==> src/logic/exec_pkg.sv <==
// exec package with widths, queue depth and the ALU and operand select encodings
package exec_pkg;

    // datapath width, RV32
    localparam int xlen = 32;

    // reorder buffer tag width
    localparam int tag_width = 5;

    // completion queue entries
    localparam int queue_depth = 4;

    // filler for an undefined ALU function
    localparam logic [xlen-1:0] unknown_result = 32'hdead_beef;

    // ALU function codes
    typedef enum logic [3:0] {
        alu_add  = 4'h0,
        alu_sub  = 4'h1,
        alu_and  = 4'h2,
        alu_slt  = 4'h3,
        alu_sltu = 4'h4,
        alu_or   = 4'h5,
        alu_xor  = 4'h6,
        alu_srl  = 4'h7,
        alu_sll  = 4'h8,
        alu_sra  = 4'h9
    } alu_func_t;

    // operand A sources
    typedef enum logic [1:0] {
        opa_is_rs1  = 2'h0,
        opa_is_npc  = 2'h1,
        opa_is_pc   = 2'h2,
        opa_is_zero = 2'h3
    } opa_select_t;

    // operand B sources
    // immediates are decoded from the instruction word
    typedef enum logic [2:0] {
        opb_is_rs2   = 3'h0,
        opb_is_i_imm = 3'h1,
        opb_is_s_imm = 3'h2,
        opb_is_b_imm = 3'h3,
        opb_is_u_imm = 3'h4,
        opb_is_j_imm = 3'h5
    } opb_select_t;

endpackage

==> src/logic/alu.sv <==
// alu computes the RV32I arithmetic, logic, compare and shift functions
`timescale 1ns/1ps

module alu import exec_pkg::*; (
    input  logic [xlen-1:0] opa,
    input  logic [xlen-1:0] opb,
    input  alu_func_t       func,
    output logic [xlen-1:0] result
);

    // signed views for slt and sra
    logic signed [xlen-1:0] signed_opa;
    logic signed [xlen-1:0] signed_opb;
    logic                   lt_signed;
    logic                   lt_unsigned;
    // only the low five bits shift
    logic [4:0]             shamt;

    assign signed_opa  = opa;
    assign signed_opb  = opb;
    assign lt_signed   = signed_opa < signed_opb;
    assign lt_unsigned = opa < opb;
    assign shamt       = opb[4:0];

    always_comb begin
        case (func)
            alu_add:  result = opa + opb;
            alu_sub:  result = opa - opb;
            alu_and:  result = opa & opb;
            // compares give 0 or 1
            alu_slt:  result = {{(xlen-1){1'b0}}, lt_signed};
            alu_sltu: result = {{(xlen-1){1'b0}}, lt_unsigned};
            alu_or:   result = opa | opb;
            alu_xor:  result = opa ^ opb;
            alu_srl:  result = opa >> shamt;
            alu_sll:  result = opa << shamt;
            // sign bit fills from the left
            alu_sra:  result = signed_opa >>> shamt;
            default:  result = unknown_result;
        endcase
    end

endmodule

==> src/logic/branch_compare.sv <==
// branch_compare evaluates the six RV32I conditional branch conditions
`timescale 1ns/1ps

module branch_compare import exec_pkg::*; (
    // funct3 of the branch
    input  logic [2:0]      func,
    input  logic [xlen-1:0] rs1,
    input  logic [xlen-1:0] rs2,
    output logic            take
);

    logic signed [xlen-1:0] signed_rs1;
    logic signed [xlen-1:0] signed_rs2;

    assign signed_rs1 = rs1;
    assign signed_rs2 = rs2;

    always_comb begin
        case (func)
            3'b000:  take = rs1 == rs2;                // beq
            3'b001:  take = rs1 != rs2;                // bne
            3'b100:  take = signed_rs1 < signed_rs2;   // blt
            3'b101:  take = signed_rs1 >= signed_rs2;  // bge
            3'b110:  take = rs1 < rs2;                 // bltu
            3'b111:  take = rs1 >= rs2;                // bgeu
            // codes 2 and 3 are no branch
            default: take = 1'b0;
        endcase
    end

endmodule

==> src/logic/alu_fu.sv <==
// alu_fu selects operands, runs the ALU and branch compare, and holds the result until ack
`timescale 1ns/1ps

module alu_fu import exec_pkg::*; (
    input  logic                 clock,
    input  logic                 reset,
    input  logic                 issue_valid,
    input  logic [31:0]          inst,
    input  logic [xlen-1:0]      rs1_value,
    input  logic [xlen-1:0]      rs2_value,
    input  logic [xlen-1:0]      pc,
    input  logic [xlen-1:0]      npc,
    input  logic [tag_width-1:0] tag,
    input  alu_func_t            alu_func,
    input  opa_select_t          opa_select,
    input  opb_select_t          opb_select,
    input  logic                 ack,
    output logic                 issue_ready,
    output logic                 done,
    output logic [xlen-1:0]      result_value,
    output logic [tag_width-1:0] result_tag,
    output logic                 result_take
);

    logic [xlen-1:0] opa_mux_out;
    logic [xlen-1:0] opb_mux_out;
    logic [xlen-1:0] alu_result;
    logic            take_conditional;

    // sign-extended immediates, RV32I layout
    logic [xlen-1:0] i_imm;
    logic [xlen-1:0] s_imm;
    logic [xlen-1:0] b_imm;
    logic [xlen-1:0] u_imm;
    logic [xlen-1:0] j_imm;

    assign i_imm = {{(xlen-11){inst[31]}}, inst[30:20]};
    assign s_imm = {{(xlen-11){inst[31]}}, inst[30:25], inst[11:7]};
    // b and j immediates have an implied zero lsb
    assign b_imm = {{(xlen-12){inst[31]}}, inst[7], inst[30:25], inst[11:8], 1'b0};
    assign u_imm = {inst[31:12], 12'b0};
    assign j_imm = {{(xlen-20){inst[31]}}, inst[19:12], inst[20], inst[30:21], 1'b0};

    // operand A
    always_comb begin
        case (opa_select)
            opa_is_rs1:  opa_mux_out = rs1_value;
            opa_is_npc:  opa_mux_out = npc;
            opa_is_pc:   opa_mux_out = pc;
            opa_is_zero: opa_mux_out = '0;
            default:     opa_mux_out = '0;
        endcase
    end

    // operand B
    always_comb begin
        case (opb_select)
            opb_is_rs2:   opb_mux_out = rs2_value;
            opb_is_i_imm: opb_mux_out = i_imm;
            opb_is_s_imm: opb_mux_out = s_imm;
            opb_is_b_imm: opb_mux_out = b_imm;
            opb_is_u_imm: opb_mux_out = u_imm;
            opb_is_j_imm: opb_mux_out = j_imm;
            // codes 6 and 7 unused
            default:      opb_mux_out = unknown_result;
        endcase
    end

    alu i_alu (
        .opa    (opa_mux_out),
        .opb    (opb_mux_out),
        .func   (alu_func),
        .result (alu_result)
    );

    // branch compares the raw register values, funct3 picks the condition
    branch_compare i_branch_compare (
        .func (inst[14:12]),
        .rs1  (rs1_value),
        .rs2  (rs2_value),
        .take (take_conditional)
    );

    // stalled while a result waits without ack
    assign issue_ready = !done || ack;

    // result payload, loaded only at issue
    always_ff @(posedge clock) begin
        if (issue_valid) begin
            result_value <= alu_result;
            result_tag   <= tag;
            result_take  <= take_conditional;
        end
    end

    // done set by issue, cleared by ack
    // a same-edge issue wins over the clear
    always_ff @(posedge clock) begin
        if (reset) begin
            done <= 1'b0;
        end else if (issue_valid) begin
            done <= 1'b1;
        end else if (ack) begin
            done <= 1'b0;
        end
    end

endmodule

==> src/logic/completion_queue.sv <==
// completion_queue buffers finished results in issue order and acks the FU while it has room
`timescale 1ns/1ps

module completion_queue import exec_pkg::*; (
    input  logic                 clock,
    input  logic                 reset,
    input  logic                 done,
    input  logic [xlen-1:0]      result_value,
    input  logic [tag_width-1:0] result_tag,
    input  logic                 result_take,
    input  logic                 pop,
    output logic                 ack,
    output logic                 empty,
    output logic [xlen-1:0]      head_value,
    output logic [tag_width-1:0] head_tag,
    output logic                 head_take
);

    localparam int ptr_width   = (queue_depth > 1) ? $clog2(queue_depth) : 1;
    localparam int count_width = $clog2(queue_depth + 1);

    // entry storage
    logic [xlen-1:0]      value_mem [queue_depth];
    logic [tag_width-1:0] tag_mem   [queue_depth];
    logic                 take_mem  [queue_depth];

    logic [ptr_width-1:0]   wr_ptr;
    logic [ptr_width-1:0]   rd_ptr;
    logic [count_width-1:0] count;
    logic                   full;
    logic                   do_pop;

    assign full   = count == count_width'(queue_depth);
    assign empty  = count == '0;
    assign ack    = done && !full;
    // pop of an empty queue is ignored
    assign do_pop = pop && !empty;

    // oldest entry
    assign head_value = value_mem[rd_ptr];
    assign head_tag   = tag_mem[rd_ptr];
    assign head_take  = take_mem[rd_ptr];

    // write at the end of the ack cycle
    always_ff @(posedge clock) begin
        if (ack) begin
            value_mem[wr_ptr] <= result_value;
            tag_mem[wr_ptr]   <= result_tag;
            take_mem[wr_ptr]  <= result_take;
        end
    end

    // pointers wrap at queue_depth
    always_ff @(posedge clock) begin
        if (reset) begin
            wr_ptr <= '0;
            rd_ptr <= '0;
            count  <= '0;
        end else begin
            if (ack) begin
                wr_ptr <= (wr_ptr == ptr_width'(queue_depth - 1)) ? '0 : wr_ptr + 1'b1;
            end
            if (do_pop) begin
                rd_ptr <= (rd_ptr == ptr_width'(queue_depth - 1)) ? '0 : rd_ptr + 1'b1;
            end
            // write and pop together leave count alone
            if (ack && !do_pop) begin
                count <= count + 1'b1;
            end else if (!ack && do_pop) begin
                count <= count - 1'b1;
            end
        end
    end

endmodule

==> src/logic/cdb_driver.sv <==
// cdb_driver holds the oldest result on the CDB until the bus grants it
`timescale 1ns/1ps

module cdb_driver import exec_pkg::*; (
    input  logic                 clock,
    input  logic                 reset,
    input  logic                 empty,
    input  logic [xlen-1:0]      head_value,
    input  logic [tag_width-1:0] head_tag,
    input  logic                 head_take,
    input  logic                 cdb_grant,
    output logic                 pop,
    output logic                 cdb_valid,
    output logic [xlen-1:0]      cdb_value,
    output logic [tag_width-1:0] cdb_tag,
    output logic                 cdb_take_branch
);

    // register free, or emptied by this cycle's grant
    assign pop = !empty && (!cdb_valid || cdb_grant);

    // payload changes only on a load
    always_ff @(posedge clock) begin
        if (pop) begin
            cdb_value       <= head_value;
            cdb_tag         <= head_tag;
            cdb_take_branch <= head_take;
        end
    end

    // valid stays up until granted
    // a granted result can be replaced at the same edge
    always_ff @(posedge clock) begin
        if (reset) begin
            cdb_valid <= 1'b0;
        end else if (pop) begin
            cdb_valid <= 1'b1;
        end else if (cdb_grant) begin
            cdb_valid <= 1'b0;
        end
    end

endmodule

==> src/logic/exec_unit.sv <==
// exec_unit top level of the integer execute slice, FU into completion queue into CDB
`timescale 1ns/1ps

module exec_unit import exec_pkg::*; (
    input  logic                 clock,
    input  logic                 reset,
    // issue side
    input  logic                 issue_valid,
    input  logic [31:0]          inst,
    input  logic [xlen-1:0]      rs1_value,
    input  logic [xlen-1:0]      rs2_value,
    input  logic [xlen-1:0]      pc,
    input  logic [xlen-1:0]      npc,
    input  logic [tag_width-1:0] tag,
    input  alu_func_t            alu_func,
    input  opa_select_t          opa_select,
    input  opb_select_t          opb_select,
    output logic                 issue_ready,
    // cdb side
    output logic                 cdb_valid,
    output logic [xlen-1:0]      cdb_value,
    output logic [tag_width-1:0] cdb_tag,
    output logic                 cdb_take_branch,
    input  logic                 cdb_grant
);

    // fu to queue
    logic                 done;
    logic                 ack;
    logic [xlen-1:0]      result_value;
    logic [tag_width-1:0] result_tag;
    logic                 result_take;

    // queue to driver
    logic                 empty;
    logic                 pop;
    logic [xlen-1:0]      head_value;
    logic [tag_width-1:0] head_tag;
    logic                 head_take;

    alu_fu i_alu_fu (
        .clock        (clock),
        .reset        (reset),
        .issue_valid  (issue_valid),
        .inst         (inst),
        .rs1_value    (rs1_value),
        .rs2_value    (rs2_value),
        .pc           (pc),
        .npc          (npc),
        .tag          (tag),
        .alu_func     (alu_func),
        .opa_select   (opa_select),
        .opb_select   (opb_select),
        .ack          (ack),
        .issue_ready  (issue_ready),
        .done         (done),
        .result_value (result_value),
        .result_tag   (result_tag),
        .result_take  (result_take)
    );

    completion_queue i_completion_queue (
        .clock        (clock),
        .reset        (reset),
        .done         (done),
        .result_value (result_value),
        .result_tag   (result_tag),
        .result_take  (result_take),
        .pop          (pop),
        .ack          (ack),
        .empty        (empty),
        .head_value   (head_value),
        .head_tag     (head_tag),
        .head_take    (head_take)
    );

    cdb_driver i_cdb_driver (
        .clock           (clock),
        .reset           (reset),
        .empty           (empty),
        .head_value      (head_value),
        .head_tag        (head_tag),
        .head_take       (head_take),
        .cdb_grant       (cdb_grant),
        .pop             (pop),
        .cdb_valid       (cdb_valid),
        .cdb_value       (cdb_value),
        .cdb_tag         (cdb_tag),
        .cdb_take_branch (cdb_take_branch)
    );

endmodule

==> config.mk <==
export PLATFORM = sky130hd
export DESIGN_NAME = exec_unit
export DESIGN_NICKNAME = d
export VERILOG_FILES = /design/src/logic/exec_pkg.sv /design/src/logic/alu.sv /design/src/logic/branch_compare.sv /design/src/logic/alu_fu.sv /design/src/logic/completion_queue.sv /design/src/logic/cdb_driver.sv /design/src/logic/exec_unit.sv
export SDC_FILE = /design/constraint.sdc
export NUM_CORES = 1
export LEC_CHECK = 0
export ABC_CLOCK_PERIOD_IN_PS = 7350
export CORE_ASPECT_RATIO = 1.4
export CORE_MARGIN = 3
export CORE_UTILIZATION = 47
export CTS_BUF_LIST = sky130_fd_sc_hd__clkbuf_8
export DETAILED_ROUTE_END_ITERATION = 12
export DONT_BUFFER_PORTS = 1
export GPL_ROUTABILITY_DRIVEN = 0
export MAX_ROUTING_LAYER = met4
export SYNTH_ARGS = -nofsm -noshare
export SYNTH_HDL_FRONTEND = slang
export SYNTH_SLANG_ARGS = --single-unit
==> constraint.sdc <==
create_clock -name clock -period 7.35 [get_ports clock]
set_clock_uncertainty 0.15 [all_clocks]
set_input_delay 1.47 -clock clock [delete_from_list [all_inputs] [get_ports clock]]
set_output_delay 1.47 -clock clock [all_outputs]
set_load 0.05 [all_outputs]
## After elaboration in Yosys (flattened, before gate mapping)

Memory sizes are Yosys's and may differ from the RTL's. A register that Yosys moved wholly into a read port is not among the register bits.
Cells that the tools add are included.

- Bitwise logic cells: 3
- Equal/unequal tests: 27
- Shift operators: 3
- Add/sub/neg operators: 6
- Mux-type cells: 14
- Magnitude comparators: 6
- Reductions and logical operators: 21

Operators by type and width:

| kind | count |
|---|---|
| $pmux 32 s10 | 1 |
| $pmux 32 s6 | 1 |
| $lt 32x32->1 | 4 |
| $pmux 32 s4 | 1 |
| $ge 32x32->1 | 2 |
| $add 32x32->32 | 1 |
| $and 32x32->32 | 1 |
| $eq 32x32->1 | 1 |
| $ne 32x32->1 | 1 |
| $or 32x32->32 | 1 |
| $shl 32x5->32 | 1 |
| $shr 32x5->32 | 1 |
| $sshr 32x5->32 | 1 |
| $sub 32x32->32 | 1 |
| $xor 32x32->32 | 1 |
| $eq 3x3->1 const B | 7 |
| $eq 4x3->1 const B | 4 |
| $logic_not 3->1 | 3 |
| $eq 2x2->1 const B | 4 |
| $eq 4x2->1 const B | 2 |
| $eq 4x4->1 const B | 2 |
| $eq 3x1->1 const B | 2 |
| $eq 3x2->1 const B | 2 |
| $logic_not 1->1 | 6 |
| 14 further kinds | 29 |

- Output and inout bits: 40
- Bits in registers: 47
- Bits in writable memories: 152
- Memories: 3
- Input bits: 178

Memory list:

| memory | depth | width | read ports | clocked after Yosys merged registers in | wr ports | line | source |
|---|---|---|---|---|---|---|---|
| i_completion_queue.value_mem | 4 | 32 | 1 | 1 | 1 | completion_queue.sv:23 | `logic [xlen-1:0] value_mem [queue_depth];` |
| i_completion_queue.tag_mem | 4 | 5 | 1 | 1 | 1 | completion_queue.sv:24 | `logic [tag_width-1:0] tag_mem [queue_depth];` |
| i_completion_queue.take_mem | 4 | 1 | 1 | 1 | 1 | completion_queue.sv:25 | `logic take_mem [queue_depth];` |

## Depth between registers and ports, before layout

- Depth after elaboration: 7
- Gate-level depth with buffers: 20
- Depth with buffers taken out: 17

## Cells and area by module

A second synthesis with hierarchy kept.

- Cell total of the unflattened synthesis: 2005
- Area total of the unflattened synthesis: 19487.4 um^2

Modules (own cells, without submodules):

| module | seq. area each (um^2) | cells an instance | area each (um^2) | times used |
|---|---|---|---|---|
| alu | 0.0 | 1315 | 8794.7 | 1 |
| completion_queue | 4744.6 | 245 | 5968.2 | 1 |
| alu_fu | 1161.1 | 273 | 2571.2 | 1 |
| cdb_driver | 1161.1 | 42 | 1197.4 | 1 |
| branch_compare | 0.0 | 130 | 955.9 | 1 |

## Worst setup path after synthesis

OpenSTA, ideal clock, no wires.

- Path type: input to register
- Start: input port opb_select[1]
- End: register i_alu_fu.result_value[27], data pin
- Path slack: 1656 ps
- Arrival: 5281 ps
- Cell stages on the path: 19
- Library setup time: 263 ps
- Data required time: 6937 ps
- Cell sequence: buf_2 nor2_1 a22oi_1 o21a_1 clkbuf_1 clkbuf_1 buf_1 ha_1 buf_6 or2_1 a211oi_2 a21oi_2 a221oi_2 o211ai_2 a311o_1 a21oi_2 o22a_1 a21oi_1 a2111o_1

- Cells in the longest elaborated chain, start to end: 4

Ends and longest elaborated chain:

| what | line | source |
|---|---|---|
| start: declaration | exec_unit.sv:17 | `input opb_select_t opb_select,` |
| $eq 3x3->1, or another cell as far along | alu_fu.sv:57 | `case (opb_select)` |
| $pmux 32 s6 (*) | alu_fu.sv:57 |  |
| $sub 32x32->32, or another cell as far along | alu.sv:28 | `alu_sub: result = opa - opb;` |
| $pmux 32 s10 (*) | alu.sv:26 | `case (func)` |
| via i_alu_fu.alu_result[27] | alu_fu.sv:27 | `logic [xlen-1:0] alu_result;` |
| end signal: assignment | alu_fu.sv:90 | `result_value <= alu_result;` |
| end: declaration | alu_fu.sv:20 | `output logic [xlen-1:0] result_value,` |

The timed path passes the listed nets; every way through them passes the cells marked *.
A chain may end at the register's enable or synchronous reset.

## Worst setup path in the final report

- Start: input port opa_select[1]
- End: register i_alu_fu.result_value[18], data pin

- Cells in the longest elaborated chain, start to end: 4

Ends and longest elaborated chain:

| what | line | source |
|---|---|---|
| start: declaration | exec_unit.sv:16 | `input opa_select_t opa_select,` |
| $eq 2x2->1, or another cell as far along | alu_fu.sv:46 | `case (opa_select)` |
| $pmux 32 s4 (*) | alu_fu.sv:46 |  |
| $sub 32x32->32, or another cell as far along | alu.sv:28 |  |
| $pmux 32 s10 (*) | alu.sv:26 |  |
| via i_alu_fu.alu_result[18] | alu_fu.sv:27 |  |

Marks and branches as above.

==> results.json <==
{
  "synth-edff-count": 228,
  "syn_area_um2": 19300,
  "layout_commonest_cell": "edfxtp_1",
  "via_per_inst": 6.62,
  "slew_headroom_pct": 14.1,
  "rows": 87,
  "syn_inst": 1986,
  "hp-class": "reg -> reg",
  "root_buffer": "clkbuf_8",
  "yosys_register_bits": 237,
  "clk_path_buf_depth": 3,
  "syn-num-nets": 2305,
  "ys.flop_type": "edfxtp_1",
  "p_per_area_nw_per_um2": 240,
  "clock_latency_ns": 0.55,
  "synth-seq-area-share_pct": 36.4,
  "drt-pass1-iter-count": 9,
  "synth-async-reset-ratio_pct": 0,
  "ant_nets": 0,
  "layout_common_cells": "228 x edfxtp_1, 189 x a21oi_1, 172 x nor2_1",
  "drtIter0Drc": 1426,
  "vias": 16400,
  "cp-start-kind": "primary input",
  "cts.sinks": 237,
  "cts_tree": "yes",
  "yosys_warnings": 0,
  "hold_viol": 0,
  "overflow": 0,
  "path_class": "in -> reg",
  "finalSetupViolations": 0,
  "synth.distinct_cells": 99,
  "rsz0062_at_grt": "no",
  "slew_viol_final": 0,
  "dp.cells": 2422,
  "ios": 218,
  "post-cts-setup-buffer-count": 0,
  "worstSetupEndpointType": "flop",
  "die-area_um2": 43600,
  "cts_resized": 0,
  "fmax_mhz": 159,
  "drcViolationCount": 0,
  "cp.arrival_ns": 6.41,
  "hold_buffers": 0,
  "vdd_drop_max_mv": 0.206,
  "wl_per_cell_um": 26.5,
  "cts_max_level": 1,
  "grt.total_usage_pct": 30.3,
  "worst_pin_slew_ns": 1.28,
  "layout_min_cycle_time_ns": 6.31,
  "numPortBuffers": 0,
  "power_leakage_nw": 7.66,
  "layout.nets": 2237,
  "clk_pin_slew_ns": 0.07,
  "initial_core_util_pct": 47.8,
  "finalWorstSetupSlack_ns": 1.04,
  "core_um2": 40400,
  "holdWs_ns": 0.341,
  "die_w_um": 177,
  "fin_crit_sh_pct": 85.8,
  "place_ws_ns": 0.796,
  "hpwl_um": 49600,
  "reg2reg_depth": 10,
  "fin_tns_setup_ns": 0,
  "first_global_vias": 16200,
  "cap_violations": 0,
  "areaGrowthSynthToFinish_pct": 3.93,
  "grt_max_degree": 58,
  "fp.dieH_um": 246,
  "syn_area_per_cell_um2": 9.72,
  "antenna_found_initial": 2,
  "hold-path-cell-count": 0,
  "drive_gt1_share_pct": 10.0,
  "grt_pass1_wl_um": 98200,
  "wl_um": 65700,
  "numCtsBuffers": 28,
  "cp_max_fo": 33,
  "outcome": "finished, final reports clean",
  "worstPathRequired_ns": 7.46,
  "finalNonFillerCells": 2476
}
[synthesized netlist by cell type (all sizes together), types with 6 or more instances]
master / n / area (µm²)
nor2: 175 / 664
mux2i: 107 / 1070
mux4: 43 / 968
a22oi: 17 / 128
o2111ai: 11 / 96.3
o21bai: 18 / 135
o22ai: 22 / 138
o22a: 13 / 114
nand3: 29 / 145
a221o: 14 / 140
a21boi: 14 / 105
inv: 133 / 499
o2bb2ai: 28 / 245
nor3: 42 / 210
a21o: 32 / 241
a211oi: 32 / 245
a2111oi: 6 / 52.6
ha: 138 / 1730
and2: 11 / 68.8
nand2: 109 / 417
nor2b: 20 / 128
o31ai: 9 / 72.6
nand4: 17 / 106
buf: 66 / 375
mux2: 19 / 214
or3: 9 / 61.3
xnor2: 7 / 61.3
a211o: 13 / 116
a31oi: 16 / 106
o211ai: 28 / 215
nand2b: 24 / 150
o21a: 24 / 180
dfxtp: 9 / 180
edfxtp: 228 / 6850
a221oi: 21 / 203
a21oi: 194 / 993
o221ai: 12 / 105
clkbuf: 69 / 370
o21ai: 131 / 663
[final cells by class]
| type | count | area [µm²] |
|---|---|---|
| multi-input combinational | 1480 | 11100 |
| fill | 3789 | 20300 |
| clock inverter | 23 | 121 |
| sequential | 237 | 7030 |
| clock buffer | 29 | 399 |
| timing repair buffer | 38 | 285 |
| antenna | 2 | 5.00 |
| inverter | 133 | 499 |
| tap | 534 | 668 |
[critical path: stages]
cell	delay [ns]
nor2b_2	0.53
a21oi_1	0.39
inv_1	0.18
ha_1	0.23
inv_1	0.08
fa_1	0.45
nand2b_1	0.18
a221oi_1	0.53
o21ai_1	0.29
a31oi_2	0.43
a31oi_1	0.26
o31a_1	0.31
a21oi_1	0.13
o21ai_0	0.08
a21oi_1	0.62
nand3_1	0.20
[sequential cells by signal (all words and copies together) (netlist names), 2 cells and up]
| register | flops |
|---|---|
| i_cdb_driver.cdb_value | 32 |
| i_completion_queue.tag_mem | 20 |
| i_alu_fu.result_tag | 5 |
| i_completion_queue.value_mem | 128 |
| i_completion_queue.count | 3 |
| i_completion_queue.wr_ptr | 2 |
| i_cdb_driver.cdb_tag | 5 |
| i_alu_fu.result_value | 32 |
| i_completion_queue.take_mem | 4 |
| i_completion_queue.rd_ptr | 2 |
[path summary, 6_finish.rpt]
check                                                 start                          endpoint  slack, ns
worst min-delay path                 i_alu_fu.result_tag[2]  i_completion_queue.tag_mem[0][2]       0.34
worst max-delay path                          opa_select[1]         i_alu_fu.result_value[18]       1.04
worst min register to register       i_alu_fu.result_tag[2]  i_completion_queue.tag_mem[0][2]       0.34
worst max register to register  i_completion_queue.count[0]       i_completion_queue.count[2]       4.63
[layer usage]
metal / track usage (%) / part of all wire [%] / vias up
met5: - / 0 / -
met2: 50.1 / 48 / 961
met3: 4.05 / 7.8 / 249
met1: 34.4 / 36 / 7779
met4: 19.5 / 8.1 / 0
li1: - / - / 7408
[power breakdown]
| group | switching [mW] | internal, mW | total (mW) |
|---|---|---|---|
| Clock | 0.431 | 0.403 | 0.834 |
| Sequential | 0.526 | 1.80 | 2.32 |
| Combinational | 1.02 | 0.636 | 1.66 |
| Total | 1.98 | 2.84 | 4.82 |
[cell families (layout without fill, tap and decap cells)]
logic type | Yosys count | count (layout) | share of synthesized area, %
AO/OA/AOI/OAI | 693 | 693 | 24.3
AND/OR/NAND/NOR | 466 | 466 | 11.2
buffers and inverters | 269 | 223 | 6.61
flip-flops | 237 | 237 | 36.4
multiplexers | 169 | 169 | 11.7
adder cells (fa/ha/maj) | 141 | 141 | 9.25
XOR/XNOR | 11 | 11 | 0.499
other | 0 | 2 | 0
[per-stage QoR]
step	cell area (µm²)	power, mW	util [%]
3_5_place_dp	19500	3.99	48.4
2_1_floorplan	19300	3.55	-
6_report	20100	4.82	49.7
4_1_cts	20100	4.83	49.7
3_3_place_gp	19500	3.96	48.4
5_1_grt	20100	5.06	49.7
Note: power is estimated with default switching activity, not from simulation.
